[src/verilog/alu_pkg.sv]
package alu_pkg;

    //////////////////////////////////////////////////////////////////////
    // Widths
    //////////////////////////////////////////////////////////////////////

    localparam int DATA_W     = 32;
    localparam int PC_W       = 32;
    localparam int ROB_ID_W   = 6;
    localparam int REG_ADDR_W = 5;
    localparam int OFFSET_W   = 20;
    localparam int OPCODE_W   = 7;

    //////////////////////////////////////////////////////////////////////
    // Opcodes
    //////////////////////////////////////////////////////////////////////

    // Register-register and immediate arithmetic
    localparam logic [OPCODE_W-1:0] OP_ADD  = 7'h00;
    localparam logic [OPCODE_W-1:0] OP_SUB  = 7'h01;
    localparam logic [OPCODE_W-1:0] OP_ADDI = 7'h02;
    localparam logic [OPCODE_W-1:0] OP_SLL  = 7'h03;
    localparam logic [OPCODE_W-1:0] OP_SRL  = 7'h04;
    localparam logic [OPCODE_W-1:0] OP_MOV  = 7'h05;

    // Loads and stores
    localparam logic [OPCODE_W-1:0] OP_LDB  = 7'h10;
    localparam logic [OPCODE_W-1:0] OP_LDW  = 7'h11;
    localparam logic [OPCODE_W-1:0] OP_STB  = 7'h12;
    localparam logic [OPCODE_W-1:0] OP_STW  = 7'h13;

    // Branches and jump
    localparam logic [OPCODE_W-1:0] OP_BEQ  = 7'h30;
    localparam logic [OPCODE_W-1:0] OP_BNE  = 7'h31;
    localparam logic [OPCODE_W-1:0] OP_BLT  = 7'h32;
    localparam logic [OPCODE_W-1:0] OP_BGT  = 7'h33;
    localparam logic [OPCODE_W-1:0] OP_BLE  = 7'h34;
    localparam logic [OPCODE_W-1:0] OP_BGE  = 7'h35;
    localparam logic [OPCODE_W-1:0] OP_JUMP = 7'h36;

    //////////////////////////////////////////////////////////////////////
    // Shared records
    //////////////////////////////////////////////////////////////////////

    typedef enum logic
    {
        SIZE_BYTE = 1'b0,
        SIZE_WORD = 1'b1
    } mem_size_t;

    // Decoded instruction with operands already resolved
    typedef struct packed
    {
        logic [OPCODE_W-1:0]   opcode;
        logic [REG_ADDR_W-1:0] rd_addr;
        logic [DATA_W-1:0]     ra_data;
        logic [DATA_W-1:0]     rb_data;
        logic [OFFSET_W-1:0]   offset;
        logic [ROB_ID_W-1:0]   instr_id;
        logic [PC_W-1:0]       pc;
    } alu_req_t;

    typedef struct packed
    {
        logic      is_arith;
        logic      is_mov;
        logic      is_branch;
        logic      is_jump;
        logic      is_mem;
        logic      is_store;
        mem_size_t mem_size;
    } op_class_t;

    typedef struct packed
    {
        logic [PC_W-1:0]       pc;
        logic [ROB_ID_W-1:0]   instr_id;
        logic [REG_ADDR_W-1:0] rd_addr;
        logic [DATA_W-1:0]     addr;
        logic [DATA_W-1:0]     data;
        logic                  is_store;
        mem_size_t             size;
    } dcache_req_t;

    typedef struct packed
    {
        logic [ROB_ID_W-1:0]   instr_id;
        logic [PC_W-1:0]       pc;
        logic                  rf_wen;
        logic [REG_ADDR_W-1:0] rf_dest;
        logic [DATA_W-1:0]     rf_data;
        logic                  xcpt_overflow;
    } wb_req_t;

    typedef struct packed
    {
        logic            taken;
        logic [PC_W-1:0] target;
    } branch_res_t;

endpackage

[src/verilog/alu_decode.sv]
`timescale 1ns/1ps

module alu_decode
(
    input  alu_pkg::alu_req_t  req,
    output alu_pkg::op_class_t op_class
);
    import alu_pkg::*;

    always_comb
    begin
        // Unknown opcodes leave every flag low
        op_class          = '0;
        op_class.mem_size = SIZE_WORD;

        case (req.opcode)
            OP_ADD, OP_SUB, OP_ADDI, OP_SLL, OP_SRL:
            begin
                op_class.is_arith = 1'b1;
            end
            OP_MOV:
            begin
                op_class.is_mov = 1'b1;
            end
            OP_BEQ, OP_BNE, OP_BLT, OP_BGT, OP_BLE, OP_BGE:
            begin
                op_class.is_branch = 1'b1;
            end
            OP_JUMP:
            begin
                op_class.is_jump = 1'b1;
            end
            OP_LDB:
            begin
                op_class.is_mem   = 1'b1;
                op_class.mem_size = SIZE_BYTE;
            end
            OP_LDW:
            begin
                op_class.is_mem = 1'b1;
            end
            OP_STB:
            begin
                op_class.is_mem   = 1'b1;
                op_class.is_store = 1'b1;
                op_class.mem_size = SIZE_BYTE;
            end
            OP_STW:
            begin
                op_class.is_mem   = 1'b1;
                op_class.is_store = 1'b1;
            end
        endcase
    end

endmodule

[src/verilog/alu_arith.sv]
`timescale 1ns/1ps

module alu_arith
(
    input  alu_pkg::alu_req_t          req,
    input  alu_pkg::op_class_t         op_class,
    output logic [alu_pkg::DATA_W-1:0] wb_data,
    output logic                       overflow
);
    import alu_pkg::*;

    // Operands widened so carries and shifted-out bits land in the upper half
    logic [2*DATA_W-1:0] ra_wide;
    logic [2*DATA_W-1:0] rb_wide;
    logic [2*DATA_W-1:0] imm_wide;
    logic [2*DATA_W-1:0] result;

    assign ra_wide  = {{DATA_W{1'b0}}, req.ra_data};
    assign rb_wide  = {{DATA_W{1'b0}}, req.rb_data};
    assign imm_wide = {{(2*DATA_W-OFFSET_W){1'b0}}, req.offset};

    always_comb
    begin
        result   = '0;
        overflow = 1'b0;

        if (op_class.is_mov)
        begin
            result = ra_wide;
        end
        else if (op_class.is_arith)
        begin
            case (req.opcode)
                OP_ADD:
                begin
                    result   = ra_wide + rb_wide;
                    overflow = (result[2*DATA_W-1:DATA_W] != '0);
                end
                OP_ADDI:
                begin
                    result   = ra_wide + imm_wide;
                    overflow = (result[2*DATA_W-1:DATA_W] != '0);
                end
                OP_SLL:
                begin
                    result   = ra_wide << req.offset;
                    overflow = (result[2*DATA_W-1:DATA_W] != '0);
                end
                OP_SRL:
                begin
                    result = ra_wide >> req.offset;
                end
                // SUB wraps without an overflow flag
                default:
                begin
                    result = ra_wide - rb_wide;
                end
            endcase
        end
    end

    assign wb_data = result[DATA_W-1:0];

endmodule

[src/verilog/alu_branch.sv]
`timescale 1ns/1ps

module alu_branch
(
    input  alu_pkg::alu_req_t    req,
    input  alu_pkg::op_class_t   op_class,
    output alu_pkg::branch_res_t branch
);
    import alu_pkg::*;

    logic cond;

    // Unsigned compare of ra against rb
    always_comb
    begin
        case (req.opcode)
            OP_BEQ:  cond = (req.ra_data == req.rb_data);
            OP_BNE:  cond = (req.ra_data != req.rb_data);
            OP_BLT:  cond = (req.ra_data <  req.rb_data);
            OP_BGT:  cond = (req.ra_data >  req.rb_data);
            OP_BLE:  cond = (req.ra_data <= req.rb_data);
            OP_BGE:  cond = (req.ra_data >= req.rb_data);
            default: cond = 1'b0;
        endcase
    end

    always_comb
    begin
        branch.taken = (op_class.is_branch & cond) | op_class.is_jump;

        // Target only meaningful when taken
        if (branch.taken)
        begin
            branch.target = {{(PC_W-OFFSET_W){1'b0}}, req.offset};
        end
        else
        begin
            branch.target = '0;
        end
    end

endmodule

[src/verilog/alu_agen.sv]
`timescale 1ns/1ps

module alu_agen
(
    input  alu_pkg::alu_req_t    req,
    input  alu_pkg::op_class_t   op_class,
    output alu_pkg::dcache_req_t mem
);
    import alu_pkg::*;

    logic [DATA_W-1:0] base;
    logic [DATA_W-1:0] imm;

    // Stores take the base from rb, loads from ra
    assign base = op_class.is_store ? req.rb_data : req.ra_data;
    assign imm  = {{(DATA_W-OFFSET_W){1'b0}}, req.offset};

    always_comb
    begin
        mem.pc       = req.pc;
        mem.instr_id = req.instr_id;
        mem.rd_addr  = req.rd_addr;

        // Wraps at DATA_W without raising overflow
        mem.addr     = base + imm;

        // Store data always comes from ra
        mem.data     = req.ra_data;
        mem.is_store = op_class.is_store;
        mem.size     = op_class.mem_size;
    end

endmodule

[src/verilog/alu_route.sv]
`timescale 1ns/1ps

module alu_route
(
    input  logic                         clock,
    input  logic                         rst_n,
    input  logic                         flush,
    input  logic                         dcache_ready,
    input  logic [alu_pkg::ROB_ID_W-1:0] rob_tail,
    input  logic                         req_valid,
    input  alu_pkg::alu_req_t            req,
    input  alu_pkg::op_class_t           op_class,
    input  logic [alu_pkg::DATA_W-1:0]   wb_data,
    input  logic                         overflow,
    input  alu_pkg::branch_res_t         branch,
    input  alu_pkg::dcache_req_t         mem,

    output logic                         dcache_valid,
    output alu_pkg::dcache_req_t         dcache_req,
    output logic                         wb_valid,
    output alu_pkg::wb_req_t             wb_req,
    output logic                         wb_mem_blocked,
    output alu_pkg::dcache_req_t         wb_dcache_req,
    output logic                         take_branch,
    output logic [alu_pkg::PC_W-1:0]     branch_pc
);
    import alu_pkg::*;

    //////////////////////////////////////////////////////////////////////
    // Destination selection
    //////////////////////////////////////////////////////////////////////

    logic        accept;
    logic        mem_oldest;
    logic        to_wb;
    wb_req_t     wb_next;
    dcache_req_t mem_q;

    assign accept = req_valid & ~flush;

    // Oldest in flight and cache free to take it
    assign mem_oldest = (rob_tail == req.instr_id) & dcache_ready;

    assign to_wb = op_class.is_arith | op_class.is_mov
                 | op_class.is_branch | op_class.is_jump;

    always_comb
    begin
        wb_next.instr_id      = req.instr_id;
        wb_next.pc            = req.pc;
        wb_next.rf_wen        = op_class.is_arith | op_class.is_mov;
        wb_next.rf_dest       = req.rd_addr;
        wb_next.rf_data       = wb_data;
        wb_next.xcpt_overflow = overflow;
    end

    //////////////////////////////////////////////////////////////////////
    // Output registers
    //////////////////////////////////////////////////////////////////////

    always_ff @(posedge clock or negedge rst_n)
    begin
        if (!rst_n)
        begin
            dcache_valid   <= 1'b0;
            wb_valid       <= 1'b0;
            wb_mem_blocked <= 1'b0;
            take_branch    <= 1'b0;
        end
        else
        begin
            dcache_valid   <= accept & op_class.is_mem & mem_oldest;
            wb_mem_blocked <= accept & op_class.is_mem & ~mem_oldest;
            wb_valid       <= accept & to_wb;
            take_branch    <= accept & branch.taken;
        end
    end

    // Payloads follow the strobe
    always_ff @(posedge clock)
    begin
        if (req_valid)
        begin
            wb_req    <= wb_next;
            mem_q     <= mem;
            branch_pc <= branch.target;
        end
    end

    // One memory payload serves both the cache and the blocked path
    assign dcache_req    = mem_q;
    assign wb_dcache_req = mem_q;

endmodule

[src/verilog/alu_top.sv]
`timescale 1ns/1ps

module alu_top
(
    input  logic                         clock,
    input  logic                         rst_n,
    input  logic                         flush,
    input  logic                         dcache_ready,
    input  logic [alu_pkg::ROB_ID_W-1:0] rob_tail,
    input  logic                         req_valid,
    input  alu_pkg::alu_req_t            req,

    // Data cache side
    output logic                         dcache_valid,
    output alu_pkg::dcache_req_t         dcache_req,

    // Writeback side
    output logic                         wb_valid,
    output alu_pkg::wb_req_t             wb_req,
    output logic                         wb_mem_blocked,
    output alu_pkg::dcache_req_t         wb_dcache_req,

    // Fetch redirect
    output logic                         take_branch,
    output logic [alu_pkg::PC_W-1:0]     branch_pc
);
    import alu_pkg::*;

    op_class_t         op_class;
    logic [DATA_W-1:0] wb_data;
    logic              overflow;
    branch_res_t       branch;
    dcache_req_t       mem;

    //////////////////////////////////////////////////////////////////////
    // Input side
    //////////////////////////////////////////////////////////////////////

    alu_decode alu_decode_inst
    (
        .req      (req),
        .op_class (op_class)
    );

    //////////////////////////////////////////////////////////////////////
    // Processing
    //////////////////////////////////////////////////////////////////////

    alu_arith alu_arith_inst
    (
        .req      (req),
        .op_class (op_class),
        .wb_data  (wb_data),
        .overflow (overflow)
    );

    alu_branch alu_branch_inst
    (
        .req      (req),
        .op_class (op_class),
        .branch   (branch)
    );

    alu_agen alu_agen_inst
    (
        .req      (req),
        .op_class (op_class),
        .mem      (mem)
    );

    //////////////////////////////////////////////////////////////////////
    // Output side
    //////////////////////////////////////////////////////////////////////

    alu_route alu_route_inst
    (
        .clock          (clock),
        .rst_n          (rst_n),
        .flush          (flush),
        .dcache_ready   (dcache_ready),
        .rob_tail       (rob_tail),
        .req_valid      (req_valid),
        .req            (req),
        .op_class       (op_class),
        .wb_data        (wb_data),
        .overflow       (overflow),
        .branch         (branch),
        .mem            (mem),
        .dcache_valid   (dcache_valid),
        .dcache_req     (dcache_req),
        .wb_valid       (wb_valid),
        .wb_req         (wb_req),
        .wb_mem_blocked (wb_mem_blocked),
        .wb_dcache_req  (wb_dcache_req),
        .take_branch    (take_branch),
        .branch_pc      (branch_pc)
    );

endmodule

[config.mk]
export PLATFORM = sky130hd
export DESIGN_NAME = alu_top
export DESIGN_NICKNAME = d
export VERILOG_FILES = /design/src/verilog/alu_pkg.sv /design/src/verilog/alu_decode.sv /design/src/verilog/alu_arith.sv /design/src/verilog/alu_branch.sv /design/src/verilog/alu_agen.sv /design/src/verilog/alu_route.sv /design/src/verilog/alu_top.sv
export SDC_FILE = /design/constraint.sdc
export NUM_CORES = 1
export LEC_CHECK = 0
export BUFFER_PORTS_ARGS = -buffer_cell sky130_fd_sc_hd__buf_2
export CAP_MARGIN = 20
export CORE_ASPECT_RATIO = 2
export CORE_MARGIN = 2
export CORE_UTILIZATION = 50
export DETAILED_ROUTE_END_ITERATION = 10
export PLACE_DENSITY = 0.88
export SLEW_MARGIN = 5
export SYNTH_ARGS = -nofsm -noshare
export SYNTH_HDL_FRONTEND = slang
export SYNTH_SLANG_ARGS = --single-unit
export TNS_END_PERCENT = 50
[constraint.sdc]
create_clock -name clock -period 0.8 [get_ports clock]
set_input_delay 0.08 -clock clock [delete_from_list [all_inputs] [get_ports clock]]
set_output_delay 0.08 -clock clock [all_outputs]
set_load 0.01 [all_outputs]
==> results.tsv, run 1 <==
metric	value	unit
Commonest cells post-synth	171 x buf_4, 165 x a21oi_1, 163 x edfxtp_1	
Simple-Gate Fraction of Synth Area	16.30	%
Seq/Total Area, Yosys	27.68	%
Syn Std Cell Area	0.01805	mm²
dpl hpwl	74.93	mm
Post-synth ARST share	2.395	%
initial cell density of the core	50.58	%
Mean Syn Cell Area	8.606	µm²
largest family of logic cells by synthesized area	compound AO/OA/AOI/OAI gates	
pin count of the biggest net entering global routing	63	
first-pass GRT wire length	239.7	mm
count of flip-flops with a built-in enable after synthesis	163	
cts bufs inserted	17	
All-Layer GR Usage	82.78	%
mux contribution to synthesized area	10.25	%
Compound-Gate Fraction of Synth Area	22.14	%
area fraction of the dominant cell type after synthesis	27.12	%
Post-Syn Instances	2097	
# clock sinks	167	
Inst Count DP	3470	
Die Wd	138.3	µm
ranking of synthesized cells by area	edfxtp_1 27%, ha_1 7.2%, buf_4 7.1%	
XOR/XNOR Fraction of Synth Area	4.077	%
htree depth	4	
cell with the most instances after synthesis	buf_4	
row count	98	
Final Wtd Congestion	1.354	
vias in the first global route	32870	
Yosys reg bits	167	
clk buf depth	2	
Syn. warnings	0	
die height	272.7	µm
run status	stopped before the end	
Synth Area in Adders	7.654	%
Synth cell types	89	
largest area contributor in the netlist	edfxtp_1	
failing step	global routing	
CTS root buffer	clkbuf_16	
prevailing post-synth register cell	edfxtp_1	
I/O pin count	476	
gr ovfl total	671	
error msg	[ERROR GRT-0116] Global routing finished with congestion. Check the congestion regions in the DRC Viewer.	
IO buf count	463	
[routing by layer]
metal	overflow	track usage [%]
met5	2	39.02
met4	203	87.06
met1	12	78.26
met3	24	69.41
met2	430	100.3
[through the flow]
stage / worst slack [ns] / util, % / cell area [µm²] / TNS (ns) / hold WS (ns)
2_1_floorplan: -2.552 / - / 18640 / -157.79 / -0.2156
3_3_place_gp: -3.048 / 71.21 / 25410 / -210.04 / -0.1125
3_5_place_dp: -3.168 / 71.21 / 25410 / -221.71 / -0.1089
4_1_cts: -2.238 / 84.14 / 30020 / -250.47 / -0.02606
[cell families after synthesis]
group           Yosys count
compound gates          610
xor+xnor                 84
fa+ha+maj               108
buf+inv                 389
flops                   167
mux                     126
other cells               1
simple gates            612
[repair_timing]
action                                  CTS
gates cloned                              5
endpoints found under the setup margin  408
setup buffers                           111
hold buffers                             62
pin swaps                               222
gates resized for setup                 593
hold endpoints to repair                 67
==> inputs of run 2 (changes only) <==
CORE_ASPECT_RATIO = default   (was 2)
CORE_UTILIZATION = 35   (was 50)
PLACE_DENSITY = default   (was 0.88)
PLACE_DENSITY_LB_ADDON = 0.15   (was default)
==> run 2 against run 1 <==
Effect of this change: the flow now finishes, with violations (hold timing, setup timing); area after synthesis unchanged; synthesized cell count stayed put.
==> results.tsv, run 2 <==
metric	value	unit	change
Hold Vio Cnt, Final	3		
worst-margin pin slew	0.8509	ns	
pin count of the biggest net entering global routing	44		
Reg area	0.004995	mm²	
via count	22050		
number of flip-flops in the largest register	109		
Final Wtd Congestion	0.9673		was 1.354
hold depth	5		
RSZ-0062 raised after global routing	true		
fillers	4496		
Post-synth ARST share	2.395	%	unchanged
DRT Pass-1 Iters	6		
run status	finished, violations left		was stopped before the end
wl on met1	41.88	mm	
wirelength, routed	96.55	mm	
initial cell density of the core	35.32	%	was 50.58%
wire per inst	24.33	µm	
HP Start	req[129]		
Leak	13.83	nW	
Peak VDD IR	1.505	mV	
Seq/Total Area, Yosys	27.68	%	unchanged
antenna viol nets, final	0		
Placed Area	0.02640	mm²	was 0.02541 mm²
CTS tree	done		
Crit. End Element	register		
design area	0.03101	mm²	
required time worst endpoint	1.07	ns	
final worst-path cycle share	384.0	%	
Max Cap Violations	0		
core area	0.05109	mm²	
Hold WC Path Type	in2reg		
P per Cell Area	1243	mW/mm²	
final setup fails	414		
DRT iter0 DRCs	1782		
cell with the most instances after synthesis	buf_4		unchanged
most common cell after layout, fill and taps aside	buf_4		
Hold Worst Slack	-0.05342	ns	
clk slew on worst S/H paths	0.08	ns	
CP Launch Point	req[132]		
vias in the first global route	21410		
metal2 WL	44.58	mm	
I/O pin count	476		unchanged
ranking of synthesized cells by area	edfxtp_1 27%, ha_1 7.2%, buf_4 7.1%		unchanged
Post-Syn Instances	2097		unchanged
most frequent cells in the layout	821 x buf_4, 427 x buf_2, 163 x edfxtp_1		
Die Footprint	0.05340	mm²	
max_slew headroom	42.53	%	
area fraction of the dominant cell type after synthesis	27.12	%	unchanged
layout cells sized above 1	56.46	%	
clk buf depth	2		unchanged
crit-path max FO	5		
Synth cell types	89		unchanged
startpoint class of the critical path	input port		
Final min period	3.072	ns	
Die Wd	231.1	µm	was 138.3 µm
initial antenna violation count	2		
CTS root buffer	clkbuf_16		unchanged
failing checks	hold timing, setup timing		
Yosys reg bits	167		unchanged
max-slew violation count	0		
Syn-to-layout area delta	71.83	%	
dpl hpwl	75.59	mm	was 74.93 mm
# clock sinks	167		unchanged
Setup WS post-layout	-2.272	ns	
routed vias/inst	5.555		
DRC Markers	0		
htree depth	4		unchanged
Fmax	325.5	MHz	
number of nets in the layout	3529		
die height	231.1	µm	was 272.7 µm
Crit Path Class	in2reg		
Commonest cells post-synth	171 x buf_4, 165 x a21oi_1, 163 x edfxtp_1		unchanged
area of the multi-input gates	0.01327	mm²	
Mean Syn Cell Area	8.606	µm²	unchanged
diodes inserted	0		
Hold EP	alu_route_inst.dcache_valid		
row count	83		was 98
Crit path arrival time	3.34	ns	
first-pass GRT wire length	138.0	mm	
All-Layer GR Usage	34.94	%	
cts bufs inserted	17		unchanged
Syn. warnings	0		unchanged
DR WL met3	6.205	mm	
count of flip-flops with a built-in enable after synthesis	163		unchanged
Syn Std Cell Area	0.01805	mm²	unchanged
prevailing post-synth register cell	edfxtp_1		unchanged
IO buf count	463		unchanged
gr ovfl total	0		
largest area contributor in the netlist	edfxtp_1		unchanged
Top Layer Used	met4		
## run 2: how the worst max path moves through the flow
stage          cells past startpoint  slack [ns]                            end
4_1_cts                           18       -2.30  alu_route_inst.dcache_req[59]
5_1_grt                           18       -2.31  alu_route_inst.dcache_req[63]
6_report                          18       -2.27  alu_route_inst.dcache_req[63]
3_5_place_dp                      17       -3.09  alu_route_inst.dcache_req[63]
2_1_floorplan                     17       -2.55  alu_route_inst.dcache_req[63]
3_3_place_gp                      19       -3.04  alu_route_inst.dcache_req[55]
## run 2: area by class of cell
class	instances	area share, %
sequential	167	16.11
timing repair buffer	1446	35.14
clock buffer	17	1.372
multi-input combinational	1552	42.78
tap	680	2.744
clock inverter	15	0.6254
inverter	92	1.231
## run 2: power breakdown
part           leakage, nW  internal (mW)  total, mW  switching (mW)
Combinational         11.9           9.20       18.8            9.60
Clock                0.300           4.27       8.87            4.61
Sequential            1.64           10.4       10.9           0.421
Total                 13.8           23.9       38.5            14.6
## run 2: layer usage
layer,global-route usage [%],vias up
li1,-,10030
met1,47.66,10820
met2,56.64,1011
met3,4.171,188
met4,13.25,0
met5,0,-
## run 2: logic make-up (layout without fill, tap and decap cells)
family	after synthesis	after routing	share of synthesized area (%)
flip-flops	167	167	27.68
XOR/XNOR	84	84	4.077
multiplexers	126	126	10.25
adder cells (fa/ha/maj)	108	108	7.654
buffers and inverters	389	1570	11.89
other	1	12	0.02078
AND/OR/NAND/NOR	612	612	16.30
AO/OA/AOI/OAI	610	610	22.14
## run 2: critical path, cell delays in order
cell and delay (ns):
buf_8 0.10, nor2_4 0.09, nand4_1 0.25, buf_6 0.24, buf_6 0.13, nand2_2 0.07
o21ai_2 0.05, ha_1 0.31, o21ai_2 0.08, o21ai_2 0.22, a2111oi_2 0.10, a211o_1 0.28
o41a_1 0.33, buf_6 0.14, o311ai_4 0.32, nand2_2 0.16, nor4_4 0.26, xnor2_1 0.09
## run 2: timing repair
item,in CTS,in global routing
setup buffers,59,39
resized for setup,395,200
pin swaps,168,145
endpoints found under the hold margin,71,4
setup endpoints to repair,407,416
hold buffers,65,1
gates cloned,6,2
## run 2: through the flow
step / total power, mW / worst slack [ns] / utilization (%) / setup TNS [ns] / instances
5_1_grt: 40.12 / -2.315 / 60.69 / -285.11 / 3969
2_1_floorplan: 18.95 / -2.552 / - / -157.79 / 2108
3_5_place_dp: 26.49 / -3.092 / 51.67 / -232.40 / 3790
4_1_cts: 37.39 / -2.304 / 58.44 / -272.60 / 3940
3_3_place_gp: 26.45 / -3.043 / 51.67 / -229.64 / 3790
6_report: 38.54 / -2.272 / 60.69 / -271.59 / 3969
Power figures use the tool's default switching activity.
==> inputs of run 3 (changes only) <==
CTS_BUF_LIST = sky130_fd_sc_hd__clkbuf_4 sky130_fd_sc_hd__clkbuf_8   (was default)
==> run 3 against run 2 <==
Effect of this change: the flow still finishes with violations (hold timing, setup timing); non-clock buffer count up 39; cell area up 1.2%; count of clock-buffer cells in the layout unchanged; critical path depth unchanged; hold slack worse by 0.075 ns; sequential cell count unchanged; sequential power about the same; combinational power about the same; global-route usage up 0.27 points; routed wire length up 0.41%; cell count up 1.0%; largest cell class unchanged; largest power group unchanged.
==> results.tsv, run 3 (same netlist as run 2, synthesis figures left out) <==
metric	value	unit	change
run status	finished, violations left		unchanged
failing checks	hold timing, setup timing		unchanged
I/O pin count	476		unchanged
CP Launch Point	req[129]		was req[132]
RSZ-0062 raised after global routing	true		unchanged
worst-margin pin slew	0.9577	ns	was 0.8509 ns
max-slew violation count	0		unchanged
CTS root buffer	clkbuf_8		was clkbuf_16
antenna viol nets, final	0		unchanged
DRT Pass-1 Iters	5		was 6
core area	0.05109	mm²	unchanged
Final Instance Count excl. Fillers	4009		was 3,969
Gate power share	52.0	%	was 48.8%
Hold Worst Slack	-0.1280	ns	was -0.05342 ns
max_slew headroom	35.32	%	was 42.53%
dpl hpwl	75.59	mm	unchanged
first-pass GRT wire length	139.0	mm	was 138.0 mm
Die Footprint	0.05340	mm²	unchanged
most common cell after layout, fill and taps aside	buf_4		unchanged
Syn-to-layout area delta	73.94	%	was 71.83%
cts bufs inserted	17		unchanged
DRC Markers	0		unchanged
Clk pwr share	18.4	%	was 23.0%
routed vias/inst	5.535		was 5.555
htree depth	4		unchanged
IO buf count	463		unchanged
worst slack, placed	-3.092	ns	unchanged
via count	22190		was 22,050
Setup WS post-layout	-2.280	ns	was -2.272 ns
Net Sw Frac	39.41	%	was 37.95%
CP Capture Point	alu_route_inst.dcache_req[63]		unchanged
Hold WC Path Type	in2reg		unchanged
row count	83		unchanged
most frequent cells in the layout	823 x buf_4, 428 x buf_2, 163 x edfxtp_1		was 821 x buf_4, 427 x buf_2, 163 x edfxtp_1
All-Layer GR Usage	35.21	%	was 34.94%
crit-path max FO	5		unchanged
Crit. End Element	register		unchanged
Inst Count DP	3790		unchanged
Fmax	324.6	MHz	was 325.5 MHz
Peak VDD IR	1.167	mV	was 1.505 mV
clk slew on worst S/H paths	0.11	ns	was 0.08 ns
final worst-path cycle share	385.1	%	was 384.0%
Final min period	3.080	ns	was 3.072 ns
die height	231.1	µm	unchanged
Leak	13.93	nW	was 13.83 nW
number of flip-flops in the largest register	109		unchanged
layout cells sized above 1	56.85	%	was 56.46%
gr ovfl total	0		unchanged
wire per inst	24.18	µm	was 24.33 µm
P_int	22.23	mW	was 23.92 mW
Crit Path Class	in2reg		unchanged
Psw	14.46	mW	was 14.63 mW
fillers	4482		was 4,496
clk buf depth	2		unchanged
Crit path arrival time	3.42	ns	was 3.34 ns
DRT iter0 DRCs	1872		was 1,782
wirelength, routed	96.95	mm	was 96.55 mm
Die Wd	231.1	µm	unchanged
initial antenna violation count	3		was 2
final setup fails	420		was 414
initial cell density of the core	35.32	%	unchanged
CTS tree	done		unchanged
required time worst endpoint	1.14	ns	was 1.07 ns
vias in the first global route	21600		was 21,410
Hold Vio Cnt, Final	3		unchanged
Max Cap Violations	0		unchanged
# clock sinks	167		unchanged
number of nets in the layout	3568		was 3,529
pin count of the biggest net entering global routing	44		unchanged
Core Util, Final	61.44	%	was 60.69%
Final Wtd Congestion	0.9673		unchanged
P per Cell Area	1169	mW/mm²	was 1243 mW/mm²
startpoint class of the critical path	input port		unchanged
Flop pwr share	29.6	%	was 28.2%
## run 3: metrics by stage
step | setup TNS (ns) | total power, mW | instance area [µm²]
floorplan | -157.79 | 18.95 | 18640
global placement | -229.64 | 26.45 | 26400
detailed placement | -232.40 | 26.49 | 26400
CTS | -298.50 | 35.52 | 30160
global route | -311.76 | 38.27 | 31390
finish | -293.56 | 36.69 | 31390
## run 3: layer usage
metal / share of wire, % / vias to the layer above / track usage [%]
li1: - / 10140 / -
met1: 44 / 10890 / 48.02
met2: 46 / 988 / 57.09
met3: 6.4 / 178 / 5.143
met4: 3.6 / 0 / 11.81
met5: 0 / - / 0
## run 3: cell type report
class                      instances  area [µm²]  share of cell area (%)
multi-input combinational       1552       13440                   42.80
inverter                          92       397.9                   1.267
clock buffer                      17       234.0                  0.7453
sequential                       167        4995                   15.91
timing repair buffer            1485       11280                   35.94
clock inverter                    15       193.9                  0.6178
tap                              680       850.8                   2.710
antenna                            1       2.502                0.007972
## run 3: how the worst min path moves through the flow
stage / from / to / slack, ns / cells past startpoint
2_1_floorplan: rst_n / alu_route_inst.dcache_valid / -0.22 / 0
3_3_place_gp: rst_n / alu_route_inst.dcache_valid / -0.11 / 1
3_5_place_dp: rst_n / alu_route_inst.take_branch / -0.11 / 1
4_1_cts: req[129] / alu_route_inst.dcache_valid / -0.16 / 5
5_1_grt: req[132] / alu_route_inst.dcache_valid / -0.13 / 5
6_report: req[132] / alu_route_inst.dcache_valid / -0.13 / 5
## run 3: repair_timing
item,in CTS,in global routing
hold buffers,88,7
setup endpoints to repair,406,419
hold endpoints to repair,103,10
buffers inserted,71,47
pin swaps,169,166
gates cloned,8,0
gates resized for setup,428,230
## run 3: power groups by stage
stage	clock network (mW)	logic, mW	registers, mW
final	6.75	19.1	10.9
after global routing	7.24	20.1	10.9
after CTS	6.91	17.7	10.9
after detailed placement	0	15.5	11.0
after global placement	0	15.4	11.0
after floorplan	0	7.59	11.4
## run 3: critical path, stage by stage
cell	delay, ns
buf_8	0.10
nor2_4	0.09
nand4_1	0.25
buf_6	0.24
buf_6	0.14
nand2_2	0.08
o21ai_2	0.07
ha_4	0.27
o21ai_2	0.06
o21ai_2	0.24
a2111oi_2	0.11
a211o_1	0.33
o41a_1	0.34
buf_6	0.15
o311ai_4	0.33
nand2_2	0.15
nor4_4	0.27
xnor2_1	0.10
